==> src/hw/sdram_pkg.sv <==
// fixed six-cycle slot timing for one x16 chip at CL2 with single-word access, refresh sized for ~108 MHz
package sdram_pkg;

	// ----------------------------------------
	// slot positions
	// ----------------------------------------
	localparam logic [2:0] slot_last  = 3'd5;  // counter wraps after this
	localparam logic [2:0] slot_ras0  = 3'd0;  // ACTIVE for bank pair 0/1
	localparam logic [2:0] slot_ras1  = 3'd3;  // ACTIVE for bank pair 2/3, tRRD after ras0
	localparam logic [2:0] slot_cas0  = 3'd2;  // tRCD of two cycles
	localparam logic [2:0] slot_cas1  = 3'd5;
	localparam logic [2:0] slot_read0 = 3'd0;  // registered data of pair 0/1 lands here
	localparam logic [2:0] slot_read1 = 3'd3;

	// chip commands, {ncs, nras, ncas, nwe}
	localparam logic [3:0] cmd_nop       = 4'b0111;
	localparam logic [3:0] cmd_active    = 4'b0011;
	localparam logic [3:0] cmd_read      = 4'b0101;
	localparam logic [3:0] cmd_write     = 4'b0100;
	localparam logic [3:0] cmd_precharge = 4'b0010;
	localparam logic [3:0] cmd_refresh   = 4'b0001;
	localparam logic [3:0] cmd_load_mode = 4'b0000;

	// who owns a slot
	localparam logic [1:0] port_none = 2'd0;
	localparam logic [1:0] port_cpu1 = 2'd1;
	localparam logic [1:0] port_cpu2 = 2'd2;
	localparam logic [1:0] port_req  = 2'd3;

	// burst 1, sequential, CL2, standard op, single-word writes
	localparam logic [12:0] mode_word = 13'b000_1_00_010_0_000;

	// 64 ms / 8192 rows at ~108 MHz
	localparam logic [10:0] refresh_period = 11'd842;

	// ----------------------------------------
	// power-up countdown, in slots
	// ----------------------------------------
	localparam logic [4:0] init_count     = 5'd31;
	localparam logic [4:0] init_precharge = 5'd15;
	localparam logic [4:0] init_refresh_a = 5'd10;
	localparam logic [4:0] init_refresh_b = 5'd8;
	localparam logic [4:0] init_load_mode = 5'd2;

	// chip address word, seen as row, column or mode register
	typedef union packed {
		logic [12:0] row;
		struct packed {
			logic [1:0] spare_hi;
			logic       auto_pre;   // a10
			logic       spare_lo;
			logic [8:0] column;
		} col;
		struct packed {
			logic [2:0] reserved;
			logic       wb_mode;    // 1 = single-word writes
			logic [1:0] op_mode;
			logic [2:0] cas_lat;
			logic       access;     // 0 = sequential
			logic [2:0] burst_len;
		} mode;
	} sdram_a_t;

endpackage
==> src/hw/read_return.sv <==
// data is taken from the registered bus, so CL2 reads land one slot boundary after the CAS pair
`timescale 1ns/1ps

module read_return (
	input  logic        clk,
	input  logic        init_n,
	input  logic [2:0]  slot,
	input  logic [15:0] dq_in,
	input  logic        rd_arm0,    // slot 0 read in flight
	input  logic [1:0]  rd_port0,
	input  logic        rd_arm1,
	input  logic [1:0]  rd_port1,
	input  logic        wr_done0,
	input  logic        wr_done1,
	input  logic        port1_req,
	input  logic        port2_req,
	output logic [15:0] port1_q,
	output logic        port1_ack,
	output logic [15:0] cpu1_q,
	output logic [15:0] cpu2_q,
	output logic [15:0] port2_q,
	output logic        port2_ack
);
	import sdram_pkg::*;

	logic [15:0] sd_din;  // bus sampled every edge

	always_ff @(posedge clk) begin
		sd_din <= dq_in;
	end

	// ----------------------------------------
	// routing and acks
	// ----------------------------------------
	always_ff @(posedge clk or negedge init_n) begin
		if (!init_n) begin
			port1_q   <= '0;
			port1_ack <= 1'b0;
			cpu1_q    <= '0;
			cpu2_q    <= '0;
			port2_q   <= '0;
			port2_ack <= 1'b0;
		end else begin
			if (wr_done0)
				port1_ack <= port1_req;  // write acked at its CAS
			if (wr_done1)
				port2_ack <= port2_req;

			if (slot == slot_read0 && rd_arm0) begin
				case (rd_port0)
					port_req: begin
						port1_q   <= sd_din;
						port1_ack <= port1_req;  // data and ack together
					end
					port_cpu1: cpu1_q <= sd_din;
					port_cpu2: cpu2_q <= sd_din;
					default: ;
				endcase
			end

			// pair 2/3 only serves port2
			if (slot == slot_read1 && rd_arm1 && rd_port1 == port_req) begin
				port2_q   <= sd_din;
				port2_ack <= port2_req;
			end
		end
	end

endmodule

==> config.mk <==
export PLATFORM = sky130hd
export DESIGN_NAME = read_return
export DESIGN_NICKNAME = d
export VERILOG_FILES = /design/src/hw/sdram_pkg.sv /design/src/hw/read_return.sv
export SDC_FILE = /design/constraint.sdc
export NUM_CORES = 1
export LEC_CHECK = 0
export ABC_CLOCK_PERIOD_IN_PS = 1800
export BUFFER_PORTS_ARGS = -buffer_cell sky130_fd_sc_hd__buf_4
export CORE_MARGIN = 2
export CORE_UTILIZATION = 53
export CTS_CLUSTER_DIAMETER = 80
export DETAILED_ROUTE_END_ITERATION = 8
export HOLD_SLACK_MARGIN = 0.05
export PLACE_DENSITY = 0.84
export SETUP_SLACK_MARGIN = 0.1
export SLEW_MARGIN = 5
export SYNTH_ARGS = -nofsm -noshare
export SYNTH_HDL_FRONTEND = slang
export SYNTH_SLANG_ARGS = --single-unit
export TNS_END_PERCENT = 50
==> constraint.sdc <==
create_clock -name clk -period 1.8 [get_ports clk]
set_clock_uncertainty 0.1 [all_clocks]
set_input_delay 0.45 -clock clk [delete_from_list [all_inputs] [get_ports clk]]
set_output_delay 0.45 -clock clk [all_outputs]
set_load 0.1 [all_outputs]
==> impl_metrics.json <==
{
  "crit_arrival_ns": 1.02,
  "status": "complete, no violations",
  "fmax_ghz": 0.637,
  "drive_gt1_share_pct": 68.2,
  "worst_setup_path_start_kind": "flop",
  "path_depth": 1,
  "crit_type": "flop to output port",
  "place.gp.congestion": 0.681,
  "hpwlAfterDp_mm": 3.97,
  "grt_usage_pct": 21.1,
  "cts_buffer_depth": 2,
  "slowest_delay_ns": 0.38,
  "numCtsBuffers": 9,
  "netlist_area_sq_um": 2850,
  "rsz0062_at_grt": "no",
  "synthXorXnorAreaFrac_pct": 0,
  "yosys.area_share.simple_pct": 2.42,
  "worst_slack_ns": 0.229,
  "grt_pass1_vias": 1840,
  "yosysWarnings": 0,
  "antenna_found_initial": 0,
  "finalHoldViolCount": 0,
  "fp.dieH_microns": 77.3,
  "drtPass1Iterations": 4,
  "dieArea_sq_um": 5970,
  "drv_cap": 0,
  "path_clk_slew_ns": 0.08,
  "port-buffer-count": 96,
  "cts_root_buffer": "clkbuf_8",
  "cp_top_family": "flip-flops",
  "viasPerCell": 5.01,
  "fin_nets": 303,
  "synthAdderAreaFrac_pct": 0,
  "cts.sinks": 82,
  "ant_nets": 0,
  "power.leakage_uw": 0.00197,
  "grt_pass1_wl_mm": 9.43,
  "seq_area_frac_synth_pct": 69.3,
  "worstPathRequired_ns": 1.25,
  "path_max_fanout": 2,
  "antennaDiodeCount": 0,
  "relSlewSlack_pct": 73.6,
  "die_w_microns": 77.3,
  "dp.cells": 330,
  "synth-seq-cells": 82,
  "drt-initial-drc-count": 34,
  "drt_wl_total_mm": 5.74,
  "hp-class": "input pin to flop",
  "vias": 1738,
  "routedWlPerCell_microns": 16.5,
  "worstRegToRegCells": 1,
  "post-route-min-period_ns": 1.57,
  "ys_types": 13,
  "drc_errors": 0,
  "setup_violations": 0,
  "power_per_cell_area_nw_per_um2": 1640,
  "path_cells": "buf_4",
  "htreeDepth": 3,
  "core_area_sq_um": 5140,
  "worst_slew_pin_slew_ns": 0.396,
  "final.period_utilization_pct": 87.3,
  "stdcell_count": 347,
  "synth_compound_area_share_pct": 0.572,
  "pre_cts_slack_ns": -0.0402,
  "rows": 26,
  "post-cts-setup-buffers": 0,
  "insertion_delay_ns": 0.34,
  "cts_tree": "built",
  "synthToLayoutAreaGrowth_pct": 38.7,
  "syn_inst": 162,
  "synth_top_family_by_area": "multiplexers",
  "overflow": 0,
  "syn-num-nets": 193,
  "critPathBufInv": 1,
  "io_pins": 97,
  "vdd_drop_max_mv": 0.975,
  "finalMaxSlewViolations": 0,
  "synthMuxAreaShare_pct": 26.1,
  "end_kind": "output port",
  "initial_core_util_pct": 55.4,
  "hold_depth": 1,
  "grt_max_degree": 32,
  "cpMaxStageDelayCell": "dfrtp_1",
  "ctsResizeCount": 0,
  "syn_avg_cell_area_sq_um": 17.6
}
==> synth_stat cells, drive strengths merged <==
library cell  count  area share [%]
nor2              1            0.13
nor4b             1            0.84
and3              1            0.22
nand4             1            0.22
mux2             66              26
dfrtp            66              58
buf               5             1.6
nand3b            2            0.79
nand2b            1            0.22
dfxtp            16              11
o21bai            1            0.26
a31o              1            0.31
==> what timing repair did <==
item | CTS | global route
endpoints found under the hold margin | 29 | 0
setup endpoints to repair | 0 | 0
hold buffers | 1 | 0
==> per-layer routing <==
metal	part of all wire [%]	routed length, microns	up-vias	global-route usage [%]
li1	-	-	794	-
met1	45	2570	850	28.2
met2	45	2590	87	31.2
met3	8.9	511	7	9.41
met4	1.1	65	0	6.07
met5	0	0	-	0
==> stage by stage <==
| stage | utilization, % | instance area (sq um) | hold WS [ns] | total power, uW | setup TNS [ns] |
|---|---|---|---|---|---|
| detailed placement | 73.2 | 3760 | 0.305 | 5360 | -0.192 |
| floorplan | - | 2890 | 0.0544 | 4680 | 0 |
| CTS | 76.8 | 3950 | 0.0810 | 6530 | 0 |
| global route | 76.8 | 3950 | 0.0707 | 6700 | 0 |
| global placement | 73.2 | 3760 | 0.307 | 5320 | -0.0982 |
| finish | 76.8 | 3950 | 0.102 | 6460 | 0 |
==> sequential cells by signal (all words and copies together), names as in the netlist <==
register and flops:
cpu1_q 16, cpu2_q 16, port1_ack 1, port1_q 16
port2_ack 1, port2_q 16, sd_din 16
==> final cells by class <==
| class | count | area [sq um] |
|---|---|---|
| clock buffer | 11 | 141 |
| clock inverter | 5 | 30.0 |
| fill | 351 | 1190 |
| multi-input combinational | 75 | 868 |
| sequential | 82 | 1970 |
| tap | 70 | 87.6 |
| timing repair buffer | 104 | 846 |
==> logic make-up after synthesis <==
| kind of cell | after synthesis |
|---|---|
| flip-flops | 82 |
| AO/OA/AOI/OAI | 2 |
| AND/OR/NAND/NOR | 7 |
| multiplexers | 66 |
| buffers and inverters | 5 |
==> final timing paths <==
path	from	endpoint	slack, ns
worst max-delay path	cpu1_q[1]$_DFFE_PN0P_	cpu1_q[1]	0.23
worst min-delay path	dq_in[5]	sd_din[5]$_DFF_P_	0.10
worst max register to register	port2_q[3]$_DFFE_PN0P_	port2_q[3]$_DFFE_PN0P_	0.91
worst min register to register	port1_ack$_DFF_PN0_	port1_ack$_DFF_PN0_	0.41
max in group asynchronous	init_n	port1_q[11]$_DFFE_PN0P_	0.62
min in group asynchronous	init_n	cpu1_q[9]$_DFFE_PN0P_	0.48
==> placed cells by master (no fill, tap or decap) <==
master and instances:
clkinv_2 3, dfxtp_1 16, mux2_2 56, nor4b_4 1, nand3b_2 2, dlygate4sd3_1 1
o21bai_1 1, clkbuf_1 1, nor2_2 1, clkbuf_8 10, clkinvlp_4 2, buf_4 98
nand2b_1 1, nand4_1 1, a31o_2 1, dfrtp_1 66, buf_12 5, and3_1 1
mux2_4 10
==> power by group <==
| group | switching [uW] | leakage, uW | internal (uW) | total, uW |
|---|---|---|---|---|
| clock network | 611 | 0.0000851 | 531 | 1140 |
| registers | 182 | 0.000978 | 2140 | 2320 |
| logic | 2360 | 0.000912 | 639 | 3000 |
Power figures use the tool's default switching activity.
