--- src/hw/sdram_pkg.sv ---
// fixed six-cycle slot timing for one x16 chip at CL2 with single-word access, refresh sized for ~108 MHz
package sdram_pkg;

	// ----------------------------------------
	// slot positions
	// ----------------------------------------
	localparam logic [2:0] slot_last  = 3'd5;  // counter wraps after this
	localparam logic [2:0] slot_ras0  = 3'd0;  // ACTIVE for bank pair 0/1
	localparam logic [2:0] slot_ras1  = 3'd3;  // ACTIVE for bank pair 2/3, tRRD after ras0
	localparam logic [2:0] slot_cas0  = 3'd2;  // tRCD of two cycles
	localparam logic [2:0] slot_cas1  = 3'd5;
	localparam logic [2:0] slot_read0 = 3'd0;  // registered data of pair 0/1 lands here
	localparam logic [2:0] slot_read1 = 3'd3;

	// chip commands, {ncs, nras, ncas, nwe}
	localparam logic [3:0] cmd_nop       = 4'b0111;
	localparam logic [3:0] cmd_active    = 4'b0011;
	localparam logic [3:0] cmd_read      = 4'b0101;
	localparam logic [3:0] cmd_write     = 4'b0100;
	localparam logic [3:0] cmd_precharge = 4'b0010;
	localparam logic [3:0] cmd_refresh   = 4'b0001;
	localparam logic [3:0] cmd_load_mode = 4'b0000;

	// who owns a slot
	localparam logic [1:0] port_none = 2'd0;
	localparam logic [1:0] port_cpu1 = 2'd1;
	localparam logic [1:0] port_cpu2 = 2'd2;
	localparam logic [1:0] port_req  = 2'd3;

	// burst 1, sequential, CL2, standard op, single-word writes
	localparam logic [12:0] mode_word = 13'b000_1_00_010_0_000;

	// 64 ms / 8192 rows at ~108 MHz
	localparam logic [10:0] refresh_period = 11'd842;

	// ----------------------------------------
	// power-up countdown, in slots
	// ----------------------------------------
	localparam logic [4:0] init_count     = 5'd31;
	localparam logic [4:0] init_precharge = 5'd15;
	localparam logic [4:0] init_refresh_a = 5'd10;
	localparam logic [4:0] init_refresh_b = 5'd8;
	localparam logic [4:0] init_load_mode = 5'd2;

	// chip address word, seen as row, column or mode register
	typedef union packed {
		logic [12:0] row;
		struct packed {
			logic [1:0] spare_hi;
			logic       auto_pre;   // a10
			logic       spare_lo;
			logic [8:0] column;
		} col;
		struct packed {
			logic [2:0] reserved;
			logic       wb_mode;    // 1 = single-word writes
			logic [1:0] op_mode;
			logic [2:0] cas_lat;
			logic       access;     // 0 = sequential
			logic [2:0] burst_len;
		} mode;
	} sdram_a_t;

endpackage
--- src/hw/port_select.sv ---
// fetch ports reach banks 0/1 only; no request may toggle again before its ack comes back
`timescale 1ns/1ps

module port_select (
	input  logic        clk,
	input  logic        init_n,
	input  logic        port1_req,
	input  logic [23:1] port1_a,
	input  logic [15:1] cpu1_addr,
	input  logic [15:1] cpu2_addr,
	input  logic        port2_req,
	input  logic [23:1] port2_a,
	input  logic        refresh_busy,   // slot-0 pick is held off
	input  logic        take0,          // sequencer accepted next_port0
	input  logic        take1,          // sequencer accepted next_port1
	output logic [1:0]  next_port0,
	output logic [24:1] next_addr0,
	output logic [1:0]  next_port1,
	output logic [24:1] next_addr1
);
	import sdram_pkg::*;

	logic        port1_state;  // toggles follow req once taken
	logic        port2_state;
	logic [15:1] last_cpu1;    // last fetch address served
	logic [15:1] last_cpu2;

	// ----------------------------------------
	// slot 0 pick, port1 > cpu1 > cpu2
	// ----------------------------------------
	always_comb begin
		next_port0 = port_none;
		next_addr0 = '0;
		if (!refresh_busy) begin
			if (port1_req != port1_state) begin
				next_port0 = port_req;
				next_addr0 = {1'b0, port1_a};       // bank 0/1
			end else if (cpu1_addr != last_cpu1) begin
				next_port0 = port_cpu1;
				next_addr0 = {9'd0, cpu1_addr};     // bank 0, low rows
			end else if (cpu2_addr != last_cpu2) begin
				next_port0 = port_cpu2;
				next_addr0 = {9'd0, cpu2_addr};
			end
		end
	end

	// slot 1 only ever serves port2, bank 2/3
	always_comb begin
		next_addr1 = {1'b1, port2_a};
		if (port2_req != port2_state)
			next_port1 = port_req;
		else
			next_port1 = port_none;
	end

	// ----------------------------------------
	// bookkeeping on take
	// ----------------------------------------
	always_ff @(posedge clk or negedge init_n) begin
		if (!init_n) begin
			port1_state <= 1'b0;
			port2_state <= 1'b0;
			last_cpu1   <= '0;
			last_cpu2   <= '0;
		end else begin
			if (take0) begin
				case (next_port0)
					port_req:  port1_state <= port1_req;  // request is now in flight
					port_cpu1: last_cpu1   <= cpu1_addr;
					port_cpu2: last_cpu2   <= cpu2_addr;
					default: ;
				endcase
			end
			if (take1 && next_port1 == port_req)
				port2_state <= port2_req;
		end
	end

	// the two slots are three cycles apart, never on the same edge
	a_take_apart: assert property (@(posedge clk) disable iff (!init_n)
		!(take0 && take1));

endmodule

--- config.mk ---
export PLATFORM = sky130hd
export DESIGN_NAME = port_select
export DESIGN_NICKNAME = d
export VERILOG_FILES = /design/src/hw/sdram_pkg.sv /design/src/hw/port_select.sv
export SDC_FILE = /design/constraint.sdc
export NUM_CORES = 1
export LEC_CHECK = 0
export ABC_AREA = 1
export BUFFER_PORTS_ARGS = -buffer_cell sky130_fd_sc_hd__buf_2
export CAP_MARGIN = 20
export CORE_ASPECT_RATIO = 1.2
export CORE_MARGIN = 2
export CORE_UTILIZATION = 50
export DETAILED_ROUTE_END_ITERATION = 8
export PLACE_DENSITY = 0.91
export SLEW_MARGIN = 15
export SYNTH_ARGS = -nofsm -noshare
export SYNTH_HDL_FRONTEND = slang
export SYNTH_SLANG_ARGS = --single-unit
--- constraint.sdc ---
create_clock -name clk -period 4.9 [get_ports clk]
set_input_delay 0.735 -clock clk [delete_from_list [all_inputs] [get_ports clk]]
set_output_delay 0.735 -clock clk [all_outputs]
set_load 0.01 [all_outputs]
==> results.cfg, run 1 <==
[final_layout]
final_common_cell = nand2_1
fillers = 501
layout_common_cells = nand2_1, buf_2, inv_1
finish.net_count = 569
final_cells = 548
n_antenna_cell = 0
postLayoutCellArea_sq_um = 3015
drive_above_1_share_pct = 23.05
syn2layout_area_growth_pct = 12.88

[placed_design]
place_area_sq_um = 2919
gp_congestion = 1.005
pre_cts_ws_ps = 1773
port_buffers = 86
dp.cells = 541
dpl.hpwl_um = 5223

[setup_path]
crit_buf_inv = 3
crit_family = simple AND/OR/NAND/NOR gates
critical_path.cell_chain = buf_2, or2_2, nand2_2, inv_1, a21oi_1, a21oi_1, buf_2
worstPathArrival_ps = 2410
crit_type = input port to output port
critPathLaunchType = input port
cp.required_ps = 4160
critPathCaptureType = output port
critPathMaxStageDelay_ps = 410
worst_path_max_delay_cell = nand2_2
cp_max_fo = 28

[sta]
drv_slew = 0
grt_setup_unrepaired = no
finalCriticalPeriod_ps = 3142
hold_violations = 0
fmax_mhz = 318.3
fin_crit_sh_pct = 64.11
slew_headroom_pct = 49.24
worst_slew_pin_slew_ps = 761.4
fin_ws_ps = 1758
setup_viol = 0
fin_worst_skew_ps = 3.618
fin_tns_setup_ps = 0

[cts]
cts_buffer_depth = 2
cts_setup_buffers = 0
clk_pin_slew_ps = 70
cts.sinks = 32
ctsRootBufferMaster = clkbuf_8
ctsResizeCount = 0
ctsHoldBuffers = 0
numCtsBuffers = 5
ctsHtreeMaxLevel = 2
cts_tree = built
clk_latency_ps = 290

[global_routing]
gr-usage-met3_pct = 6.522
grt.overflow.total = 0
antenna_found_initial = 0
grt_max_degree = 33
grt_use_met2_pct = 41.38
grt_pass1_vias = 2662
grt_use_total_pct = 24.06
grtUsageMet1_pct = 28.40
top_usage_layer = met2
grt_pass1_wl_um = 11630

[die]
start_util_pct = 51.13
dieArea_sq_um = 5946
io_pins = 135
core_sq_um = 5225
die_h_um = 84.07
num_rows = 29
die_w_um = 70.73

[yosys]
async_reset_ff_share_pct = 100.0
yosys-top-cells-area = dfrtp_1, nand2_1, buf_4
synth_top_area_share_pct = 29.98
synth_cell_types = 26
syn_avg_cell_area_sq_um = 6.169
syn_nets = 516
syn_area_sq_um = 2671
synth_top_flop_cell = dfrtp_1
yosys_warnings = 0
netlist_instances = 433
synth_area_leader_cell = dfrtp_1
yosysSeqAreaShare_pct = 29.98
ys_ff_latch = 32
synth-edff-count = 0

[pwr]
power_density_nw_per_um2 = 264.7
peakVddDrop_mv = 0.1565
leakage_nw = 1.724

[drt]
ant_nets = 0
routed_wl_um = 6946
drc_errors = 0
vias = 2880
first_pass_iters = 4
routedWlPerCell_um = 12.68
post_drt_via_cell_ratio = 5.255
drt_iter0_drc = 202

[hold_path]
hold_class = flop to flop

[status]
status = finished, final reports clean

[run]
drv_cap = 0
final cells by class:
cell class	instances	area [sq um]	area share [%]
flip-flops and latches	32	800.8	26.56
multi-input cells	301	1378	45.68
repair buffers	88	445.4	14.77
inverters	58	217.7	7.220
clock buffers	7	96.34	3.195
well taps	62	77.57	2.573
sequential cells by signal (all words and copies together) (netlist names):
register     flops
last_cpu1       15
port1_state      1
port2_state      1
last_cpu2       15
layer usage:
metal  vias to the layer above  wire [um]
met5                         -          0
met3                        14        528
met4                         0         96
met2                       119       3620
li1                       1420          -
met1                      1327       2701
synthesized netlist by cell type (all sizes together), types with 7 or more instances:
| cell type | count |
|---|---|
| clkbuf | 8 |
| nor2 | 38 |
| nand3 | 20 |
| nand4 | 16 |
| buf | 34 |
| dfrtp | 32 |
| nand2 | 152 |
| inv | 57 |
| o21ai | 31 |
| xnor2 | 7 |
| a21oi | 31 |
logic make-up (layout without fill, tap and decap cells):
logic type / after synthesis / in the layout / share of synthesized area, %
simple gates: 227 / 227 / 36.30
compound gates: 62 / 62 / 11.62
buf+inv: 100 / 153 / 18.45
mux: 1 / 1 / 0.4215
other cells: 2 / 2 / 0.2811
xor+xnor: 9 / 9 / 2.951
flops: 32 / 32 / 29.98
report_power, final:
part           total, mW  internal [mW]  leakage (nW)  switching [mW]
Sequential         0.325          0.296         0.421          0.0288
Combinational      0.243         0.0949          1.25           0.148
Clock              0.231          0.125        0.0503           0.105
Total              0.798          0.516          1.72           0.282
worst reg2reg max path: stages, from the launching register on:
cell and delay, ps:
dfrtp_1 410, inv_1 80, nand2_1 50, nand2_1 50
nor2_1 40, nand2_1 80, nor2_2 50, nand2_1 400
nand4_1 570, buf_4 390, nand2_1 70, o21ai_0 80
stage by stage:
step	hold WS [ps]	utilization (%)	power, mW
after global routing	526.9	57.71	0.8554
after CTS	501.0	57.71	0.8020
after floorplan	439.4	-	0.5053
final	500.0	57.71	0.7983
after global placement	474.5	55.87	0.5580
after detailed placement	483.7	55.87	0.5725
worst paths after layout:
check                             start       endpoint  slack, ps  depth (start not counted)
max                           port1_req  next_addr0[6]       1760                          7
min                        last_cpu2[7]   last_cpu2[7]        500                          2
max reg2reg                last_cpu1[9]   last_cpu1[3]       2500                         11
min reg2reg                last_cpu2[7]   last_cpu2[7]        500                          2
max in group asynchronous        init_n  last_cpu2[10]       3910                          1
min in group asynchronous        init_n  last_cpu1[10]        510                          1
Power figures use the tool's default switching activity.
==> inputs of run 2 (changes only) <==
--- a/config.mk
+++ b/config.mk
@@ -10,9 +10,9 @@
 export CAP_MARGIN = 20
 export CORE_ASPECT_RATIO = 1.2
 export CORE_MARGIN = 2
-export CORE_UTILIZATION = 50
+export CORE_UTILIZATION = 47
 export DETAILED_ROUTE_END_ITERATION = 8
-export PLACE_DENSITY = 0.91
+export PLACE_DENSITY = 0.86
 export SLEW_MARGIN = 15
 export SYNTH_ARGS = -nofsm -noshare
 export SYNTH_HDL_FRONTEND = slang
==> constraint.sdc (replaced) <==
create_clock -name clk -period 3 [get_ports clk]
set_input_delay 0.45 -clock clk [delete_from_list [all_inputs] [get_ports clk]]
set_output_delay 0.45 -clock clk [all_outputs]
set_load 0.01 [all_outputs]
==> results.cfg, run 2 (synthesis gave the netlist of run 1 again) <==
[status]
status = finished, final reports clean

[run]
drv_cap = 0

[cts]
clk_pin_slew_ps = 70
ctsHoldBuffers = 0
cts_tree = built
cts_buffer_depth = 2
ctsResizeCount = 0
clk_latency_ps = 290
ctsHtreeMaxLevel = 2
cts.sinks = 32
cts_setup_buffers = 0
ctsRootBufferMaster = clkbuf_8
numCtsBuffers = 5

[die]
die_w_um = 72.82
io_pins = 135
core_sq_um = 5555
die_h_um = 86.59
num_rows = 30
dieArea_sq_um = 6305
start_util_pct = 48.09

[sta]
fin_ws_ps = 505.4
hold_violations = 0
fin_tns_setup_ps = 0
fmax_mhz = 400.9
slew_headroom_pct = 50.33
drv_slew = 0
worst_slew_pin_slew_ps = 745.1
fin_worst_skew_ps = 3.825
grt_setup_unrepaired = no
setup_viol = 0
fin_crit_sh_pct = 83.15
finalCriticalPeriod_ps = 2495

[final_layout]
drive_above_1_share_pct = 23.31
top_regs = last_cpu1: 15 flops, last_cpu2: 15 flops
final_cells = 553
n_antenna_cell = 0
layout_common_cells = nand2_1, buf_2, inv_1
final_common_cell = nand2_1
finish.net_count = 572
syn2layout_area_growth_pct = 13.11

[setup_path]
worstPathArrival_ps = 2040
cp_max_fo = 17
cp.required_ps = 2550
crit_type = flop to output port
reg2reg_from = last_cpu1[15]
critPathLaunchType = flop
cp-startpoint = port1_state
critPathCaptureType = output port
reg2reg_to = last_cpu2[1]
worst_r2r_path_depth = 10
rrSetupSlack_ps = 920
critPathCapture = next_addr0[7]

[placed_design]
port_buffers = 86
dp.cells = 546
pre_cts_ws_ps = 608.5
gp_congestion = 0.8618
dpl.hpwl_um = 5154

[drt]
routedWlPerCell_um = 12.19
vias = 2834
routed_wl_um = 6739
drt_iter0_drc = 142
drc_errors = 0
ant_nets = 0
first_pass_iters = 5
post_drt_via_cell_ratio = 5.125

[global_routing]
grt_use_total_pct = 21.76
grt_pass1_wl_um = 10960
grt_pass1_vias = 2580
antenna_found_initial = 0
grt_max_degree = 33
grt.overflow.total = 0

[hold_path]
hold_class = input port to async pin

[pwr]
power_density_nw_per_um2 = 415.4
peakVddDrop_mv = 0.1840
leakage_nw = 1.728
p_total_mw = 1.255
==> run 2: area by class of cell <==
class / count / area (sq um)
Multi-Input combinational cell: 301 / 1378
Timing Repair Buffer: 91 / 467.9
Inverter: 58 / 217.7
Clock inverter: 1 / 5.005
Fill cell: 576 / 2534
Tap cell: 64 / 80.08
Clock buffer: 6 / 72.57
Sequential cell: 32 / 800.8
==> run 2: worst max-delay path, cell delays in order, from the launching register on <==
cell and delay [ps]:
dfrtp_1 410, or2_2 320, nand2_2 260, inv_1 280, a21oi_1 250, a21oi_1 90, buf_2 140
==> run 2: power breakdown <==
group          internal [mW]  switching, mW  leakage (nW)
clock network          0.158          0.166        0.0410
logic                  0.159          0.241          1.27
registers              0.483         0.0472         0.421
==> run 2: layer usage <==
layer  wire length (um)  GRT usage, %  up-vias
met1               2611         25.44     1287
met3                511         4.419       14
li1                   -             -     1425
met2               3486         38.93      108
met4                129         7.744        0
met5                  0             0        -
==> run 2: how the worst min path moves through the flow <==
| stage | endpoint | depth (start not counted) |
|---|---|---|
| 2_1_floorplan | last_cpu1[10] | 0 |
| 3_3_place_gp | last_cpu2[1] | 2 |
| 3_5_place_dp | last_cpu2[9] | 2 |
| 4_1_cts | last_cpu1[14] | 1 |
| 5_1_grt | last_cpu1[15] | 1 |
| 6_report | last_cpu1[14] | 1 |
==> run 2: metrics by stage <==
| stage | cell area (sq um) | utilization, % | hold slack, ps |
|---|---|---|---|
| floorplan | 2671 | - | 154.4 |
| global placement | 2944 | 53.00 | 474.1 |
| CTS | 3022 | 54.39 | 259.2 |
| detailed placement | 2944 | 53.00 | 483.9 |
| finish | 3022 | 54.39 | 222.2 |
| global route | 3022 | 54.39 | 289.2 |
