## src/hw/sdram_pkg.sv

```systemverilog
// fixed six-cycle slot timing for one x16 chip at CL2 with single-word access, refresh sized for ~108 MHz
package sdram_pkg;

	// ----------------------------------------
	// slot positions
	// ----------------------------------------
	localparam logic [2:0] slot_last  = 3'd5;  // counter wraps after this
	localparam logic [2:0] slot_ras0  = 3'd0;  // ACTIVE for bank pair 0/1
	localparam logic [2:0] slot_ras1  = 3'd3;  // ACTIVE for bank pair 2/3, tRRD after ras0
	localparam logic [2:0] slot_cas0  = 3'd2;  // tRCD of two cycles
	localparam logic [2:0] slot_cas1  = 3'd5;
	localparam logic [2:0] slot_read0 = 3'd0;  // registered data of pair 0/1 lands here
	localparam logic [2:0] slot_read1 = 3'd3;

	// chip commands, {ncs, nras, ncas, nwe}
	localparam logic [3:0] cmd_nop       = 4'b0111;
	localparam logic [3:0] cmd_active    = 4'b0011;
	localparam logic [3:0] cmd_read      = 4'b0101;
	localparam logic [3:0] cmd_write     = 4'b0100;
	localparam logic [3:0] cmd_precharge = 4'b0010;
	localparam logic [3:0] cmd_refresh   = 4'b0001;
	localparam logic [3:0] cmd_load_mode = 4'b0000;

	// who owns a slot
	localparam logic [1:0] port_none = 2'd0;
	localparam logic [1:0] port_cpu1 = 2'd1;
	localparam logic [1:0] port_cpu2 = 2'd2;
	localparam logic [1:0] port_req  = 2'd3;

	// burst 1, sequential, CL2, standard op, single-word writes
	localparam logic [12:0] mode_word = 13'b000_1_00_010_0_000;

	// 64 ms / 8192 rows at ~108 MHz
	localparam logic [10:0] refresh_period = 11'd842;

	// ----------------------------------------
	// power-up countdown, in slots
	// ----------------------------------------
	localparam logic [4:0] init_count     = 5'd31;
	localparam logic [4:0] init_precharge = 5'd15;
	localparam logic [4:0] init_refresh_a = 5'd10;
	localparam logic [4:0] init_refresh_b = 5'd8;
	localparam logic [4:0] init_load_mode = 5'd2;

	// chip address word, seen as row, column or mode register
	typedef union packed {
		logic [12:0] row;
		struct packed {
			logic [1:0] spare_hi;
			logic       auto_pre;   // a10
			logic       spare_lo;
			logic [8:0] column;
		} col;
		struct packed {
			logic [2:0] reserved;
			logic       wb_mode;    // 1 = single-word writes
			logic [1:0] op_mode;
			logic [2:0] cas_lat;
			logic       access;     // 0 = sequential
			logic [2:0] burst_len;
		} mode;
	} sdram_a_t;

endpackage
```

## src/hw/sdram_sequencer.sv

```systemverilog
// fixed slot plan with no run-time timing; refresh only fits in slot 1 when port2 and slot 0 are idle
`timescale 1ns/1ps

module sdram_sequencer (
	input  logic                 clk,
	input  logic                 init_n,
	input  logic [1:0]           next_port0,
	input  logic [24:1]          next_addr0,
	input  logic [1:0]           next_port1,
	input  logic [24:1]          next_addr1,
	input  logic                 port1_we,
	input  logic [1:0]           port1_ds,
	input  logic [15:0]          port1_d,
	input  logic                 port2_we,
	input  logic [1:0]           port2_ds,
	input  logic [15:0]          port2_d,
	output logic                 take0,
	output logic                 take1,
	output logic                 refresh_busy,
	output logic [2:0]           slot,
	output logic                 rd_arm0,
	output logic [1:0]           rd_port0,
	output logic                 rd_arm1,
	output logic [1:0]           rd_port1,
	output logic                 wr_done0,
	output logic                 wr_done1,
	output logic [3:0]           cmd,
	output sdram_pkg::sdram_a_t  sd_a,
	output logic [1:0]           sd_ba,
	output logic [1:0]           dqm,
	output logic [15:0]          dq_out,
	output logic                 dq_oe
);
	import sdram_pkg::*;

	logic [4:0]  countdown;     // power-up slots left
	logic        init;          // power-up in progress
	logic [10:0] refresh_cnt;
	logic        need_refresh;

	logic        we_latch0;     // slot 0 holds a write
	logic        we_latch1;
	logic [1:0]  ba_latch0;
	logic [1:0]  ba_latch1;
	logic [8:0]  col_latch0;
	logic [8:0]  col_latch1;
	logic [1:0]  ds0;
	logic [1:0]  ds1;
	logic [15:0] din0;
	logic [15:0] din1;

	assign need_refresh = (refresh_cnt >= refresh_period);

	assign take0 = !init && (slot == slot_ras0);
	assign take1 = !init && (slot == slot_ras1);

	// write done in the same cycle as its CAS is issued
	assign wr_done0 = (slot == slot_cas0) && we_latch0;
	assign wr_done1 = (slot == slot_cas1) && we_latch1;

	// ----------------------------------------
	// slot counter, power-up, commands
	// ----------------------------------------
	always_ff @(posedge clk or negedge init_n) begin
		if (!init_n) begin
			slot         <= slot_ras0;
			countdown    <= init_count;
			init         <= 1'b1;
			refresh_cnt  <= '0;
			refresh_busy <= 1'b0;
			cmd          <= cmd_nop;
			dqm          <= 2'b11;
			dq_oe        <= 1'b0;
			rd_arm0      <= 1'b0;
			rd_arm1      <= 1'b0;
			we_latch0    <= 1'b0;
			we_latch1    <= 1'b0;
			rd_port0     <= port_none;
			rd_port1     <= port_none;
		end else begin
			slot <= (slot == slot_last) ? slot_ras0 : slot + 3'd1;
			if (slot == slot_last && countdown != 5'd0)
				countdown <= countdown - 5'd1;
			init <= (countdown != 5'd0);

			cmd   <= cmd_nop;  // idle unless a slot says otherwise
			dqm   <= 2'b11;
			dq_oe <= 1'b0;
			if (!need_refresh)
				refresh_cnt <= refresh_cnt + 11'd1;  // saturates at the period

			if (init) begin
				if (slot == slot_ras0) begin
					case (countdown)
						init_precharge:                 cmd <= cmd_precharge;
						init_refresh_a, init_refresh_b: cmd <= cmd_refresh;
						init_load_mode:                 cmd <= cmd_load_mode;
						default: ;
					endcase
				end
			end else begin
				// bank pair 0/1 ras
				if (slot == slot_ras0) begin
					rd_port0  <= next_port0;
					rd_arm0   <= 1'b0;
					we_latch0 <= 1'b0;
					if (next_port0 != port_none) begin
						cmd <= cmd_active;
						if (next_port0 == port_req) begin
							rd_arm0   <= !port1_we;
							we_latch0 <= port1_we;
						end else begin
							rd_arm0 <= 1'b1;  // fetches only read
						end
					end
				end

				// bank pair 2/3 ras, or refresh in its place
				if (slot == slot_ras1) begin
					refresh_busy <= 1'b0;
					rd_port1     <= next_port1;
					rd_arm1      <= 1'b0;
					we_latch1    <= 1'b0;
					if (next_port1 != port_none) begin
						cmd       <= cmd_active;
						rd_arm1   <= !port2_we;
						we_latch1 <= port2_we;
					end else if (need_refresh && !we_latch0 && !rd_arm0) begin
						cmd          <= cmd_refresh;
						refresh_busy <= 1'b1;  // keeps the next slot 0 empty
						refresh_cnt  <= '0;
					end
				end

				// cas, auto precharge
				if (slot == slot_cas0 && (we_latch0 || rd_arm0)) begin
					cmd   <= we_latch0 ? cmd_write : cmd_read;
					dqm   <= ~ds0;
					dq_oe <= we_latch0;
				end
				if (slot == slot_cas1 && (we_latch1 || rd_arm1)) begin
					cmd   <= we_latch1 ? cmd_write : cmd_read;
					dqm   <= ~ds1;
					dq_oe <= we_latch1;
				end
			end
		end
	end

	// ----------------------------------------
	// address, bank and write data
	// ----------------------------------------
	always_ff @(posedge clk) begin
		if (init) begin
			if (slot == slot_ras0) begin
				if (countdown == init_precharge)
					sd_a.col.auto_pre <= 1'b1;  // a10 selects all banks
				if (countdown == init_load_mode) begin
					sd_a.mode <= mode_word;
					sd_ba     <= 2'b00;
				end
			end
		end else begin
			if (slot == slot_ras0 && next_port0 != port_none) begin
				sd_a.row   <= next_addr0[22:10];
				sd_ba      <= next_addr0[24:23];
				ba_latch0  <= next_addr0[24:23];
				col_latch0 <= next_addr0[9:1];
				if (next_port0 == port_req) begin
					ds0  <= port1_ds;
					din0 <= port1_d;
				end else begin
					ds0 <= 2'b11;  // full word for fetches
				end
			end
			if (slot == slot_ras1 && next_port1 != port_none) begin
				sd_a.row   <= next_addr1[22:10];
				sd_ba      <= next_addr1[24:23];
				ba_latch1  <= next_addr1[24:23];
				col_latch1 <= next_addr1[9:1];
				ds1        <= port2_ds;
				din1       <= port2_d;
			end
			if (slot == slot_cas0 && (we_latch0 || rd_arm0)) begin
				sd_a.col <= '{spare_hi: 2'b00, auto_pre: 1'b1, spare_lo: 1'b0,
					column: col_latch0};
				sd_ba    <= ba_latch0;
				dq_out   <= din0;  // only driven out for writes
			end
			if (slot == slot_cas1 && (we_latch1 || rd_arm1)) begin
				sd_a.col <= '{spare_hi: 2'b00, auto_pre: 1'b1, spare_lo: 1'b0,
					column: col_latch1};
				sd_ba    <= ba_latch1;
				dq_out   <= din1;
			end
		end
	end

	// refresh on the pins only when the slot-0 pick four cycles back took nothing
	a_refresh_idle: assert property (@(posedge clk) disable iff (!init_n)
		(cmd == cmd_refresh && !init) |-> !$past(take0 && next_port0 != port_none, 4));

	// while refresh runs, port_select hands slot 0 nothing
	a_refresh_block: assert property (@(posedge clk) disable iff (!init_n)
		(take0 && refresh_busy) |=> !(we_latch0 || rd_arm0));

	// bus only driven in the cycle a write CAS is on the pins
	a_dq_write: assert property (@(posedge clk) disable iff (!init_n)
		dq_oe |-> (cmd == cmd_write) && $past(slot == slot_cas0 || slot == slot_cas1));

endmodule

```

## config.mk

```make
export PLATFORM = sky130hd
export DESIGN_NAME = sdram_sequencer
export DESIGN_NICKNAME = d
export VERILOG_FILES = /design/src/hw/sdram_pkg.sv /design/src/hw/sdram_sequencer.sv
export SDC_FILE = /design/constraint.sdc
export NUM_CORES = 1
export LEC_CHECK = 0
export BUFFER_PORTS_ARGS = -buffer_cell sky130_fd_sc_hd__buf_4
export CORE_MARGIN = 2
export CORE_UTILIZATION = 30
export CTS_CLUSTER_SIZE = 24
export DETAILED_ROUTE_END_ITERATION = 6
export SLEW_MARGIN = 20
export SYNTH_ARGS = -nofsm -noshare
export SYNTH_HDL_FRONTEND = slang
export SYNTH_SLANG_ARGS = --single-unit
```

## constraint.sdc

```tcl
create_clock -name clk -period 2.44 [get_ports clk]
set_input_delay 0.244 -clock clk [delete_from_list [all_inputs] [get_ports clk]]
set_output_delay 0.244 -clock clk [all_outputs]
set_load 0.05 [all_outputs]
```

==> summary.md <==
| Metric | Value |
|---|---|
| Bufs and invs on worst path | `2` |
| VDD IR max | `0.000605 V` |
| Nets | `about 720` |
| Leak | `3.24 nW` |
| Post_cts resized | `0` |
| Worst-Margin Slew | `0.995 ns` |
| Final Cycle Share | `90.6%` |
| Synthesis-to-layout area growth | `48.6%` |
| Layout cells sized above 1 | `34.2%` |
| GRT Util Overall | `15.5%` |
| Mean Syn Cell Area | `12.7 um^2` |
| Cells after Synth | `410` |
| Clk Latency, worst-skew pair | `0.41 ns` |
| Drt first pass iters | `4` |
| Critical-path top delay cell | `dfrtp_2` |
| Final antenna-violating net count | `0` |
| Fin Setup TNS | `0 ns` |
| Postcts setup bufs | `0` |
| Die X | `136 um` |
| H-tree depth | `4` |
| Vias in the first global route | `4103` |
| Commonest non-fill, non-tap cells in the layout | `buf_4, nand2_1, edfxtp_1, dlygate4sd3_1, dfrtp_1` |
| Critical path's top delay family | `simple AND/OR/NAND/NOR gates` |
| Period minus WS final | `approximately 2.2 ns` |
| Wire per inst | `15.9 um` |
| Slew HR | `33.7%` |
| Total grt overflow | `0` |
| Crit path kind | `flop to primary output` |
| Post-synth ARST share | `about 28%` |
| Post-synthesis cell type count | `50` |
| Clock sink count | `between 100 and 150` |
| Global-route wire length before repair | `21300 um` |
| Hold_ws | `0.0182 ns` |
| Die area | `between 0.015 and 0.02 mm^2` |
| IO Pins | `144` |
| Final setup violation count | `0` |
| Hold Path Class | `input pin to flop` |
| Startpoint Class | `flop` |
| Cell Chain, Critical Path | `and2_1, ha_1, nand2b_1, inv_1, buf_4` |
| DP Cell Count | `775` |
| Clock Skew | `0.00483 ns` |
| PD cells | `around 750 mW/mm^2` |
| Status | `completed` |
| Die Y | `around 140 um` |
| Post-CTS Hold Fix Bufs | `between 50 and 60` |
| DR vias | `around 3900` |
| Initial antenna violation count | `0` |
| Mapped Area | `a little over 0.005 mm^2` |
| Syn nets | `509` |
| Hold Vio Cnt, Final | `0` |
| Max-cap viol count | `0` |
| Largest net degree at the start of global routing | `36` |
| Final total power | `5.76 mW` |
| Clk root buf | `clkbuf_16` |
| Arr. time, crit path | `approximately 2.0 ns` |
| Ys Warns | `0` |
| Synthesized flop and latch total | `124` |
| Largest stage delay, worst path | `0.44 ns` |
| Rows | `48` |
| Number of synthesized flops with an enable pin | `89` |
| Drt initial violations | `210` |
| Drt via density | `around 4.6` |
| CP required | `~2.2 ns` |
| RSZ-0062 raised after global routing | `false` |
| Diodes inserted | `0` |
| Fin util | `45.1%` |
| Port-buffer cells | `142` |
| Seq/Total Area, Yosys | `68.5%` |
| CTS Buf Count | `17` |
| Most common cell after layout, fill and taps aside | `buf_4` |
| TritonCTS clock tree | `yes` |
| Register clock-pin slew on the reported worst setup and hold paths | `roughly 0.060 ns` |
| Non-filler cells, final | `862` |
| Fin. max-slew vios | `0` |
| Top_reg_cell synth | `edfxtp_1` |
| # DRC | `0` |
| Element type at the critical path end | `primary output` |
| Flop2flop setup slack | `between 0.2 and 0.3 ns` |
| Core box area | `0.0171 mm^2` |
| Placer Congestion | `0.793` |
| Placed wire-length estimate | `approximately 9200 um` |
| Final WL | `13700 um` |
| Starting density of the core | `30.4%` |
| Fmax | `453 MHz` |
| Max FO, Critical Path | `8` |
| Longest Clk Path Bufs | `2` |
[state kept, by name, indices dropped and copies added (netlist names), 3 cells and up]
signal       count
dq_out          16
sd_a            13
cmd              3
din0            16
refresh_cnt     11
din1            16
col_latch0       9
col_latch1       9
slot             3
countdown        5
[cell usage after synthesis, drive strengths merged (3+ instances only)]
master / number / share of area (%)
nand2: 97 / 7.0
edfxtp: 89 / 51
dfrtp: 24 / 12
nor2: 22 / 1.6
a21oi: 21 / 2.2
mux2i: 17 / 3.3
o211ai: 14 / 2.0
inv: 13 / 0.94
dfstp: 11 / 5.6
o21ai: 10 / 1.0
xnor2: 9 / 1.5
clkbuf: 8 / 0.58
buf: 7 / 0.87
ha: 7 / 1.7
nand3: 7 / 0.67
nor3: 5 / 0.70
or2: 5 / 0.60
a22oi: 4 / 0.58
a21o: 3 / 0.43
a31oi: 3 / 0.36
and2: 3 / 0.36
nand2b: 3 / 0.36
nand4: 3 / 0.36
[per-layer routing]
layer / global-route usage, % / vias up / routed length [um]
li1: - / 1896 / -
met1: 18.5 / 1898 / 5690
met4: 6.54 / 0 / 333
met2: 25.7 / 133 / 6900
met3: 4.90 / 20 / 809
met5: 0 / - / 0
[cells by family after synthesis]
group           count (synthesis)  synth area share [%]
simple gates                  155                  13.0
xor+xnor                        9                  1.52
flops                         124                  68.5
compound gates                 67                  9.12
fa+ha+maj                       7                  1.68
mux                            19                  3.71
other cells                     1                0.0721
buf+inv                        28                  2.38
[cell type report]
class,count,area (um^2)
fillers,1544,9390
flip-flops and latches,124,3560
repair buffers,210,1710
multi-input cells,258,1540
clock buffers,17,425
well taps,225,282
clock inverters,15,154
inverters,13,48.8
[path summary, 6_finish.rpt]
| kind | depth (start not counted) | startpoint | end |
|---|---|---|---|
| setup / recovery | 5 | slot[0] | take1 |
| hold / removal | 1 | next_addr0[1] | col_latch0[0] |
| setup reg to reg | 3 | countdown[3] | sd_a[9] |
| hold reg to reg | 2 | rd_port1[0] | rd_port1[0] |
| max in group asynchronous | 2 | init_n | init |
| min in group asynchronous | 2 | init_n | refresh_cnt[1] |
[per-stage QoR]
| stage | area [um^2] | setup WS (ns) |
|---|---|---|
| floorplan | 5220 | 0.105 |
| global placement | 6600 | 0.340 |
| detailed placement | 6600 | 0.240 |
| CTS | 7680 | 0.203 |
| global route | 7720 | 0.0667 |
| finish | 7720 | 0.230 |
[where the power goes]
part	switching (mW)	internal [mW]	total, mW
Combinational	0.386	0.371	0.757
Sequential	0.150	2.40	2.55
Clock	1.01	1.44	2.45
Total	1.55	4.21	5.76
(Power assumes the default switching activity.)
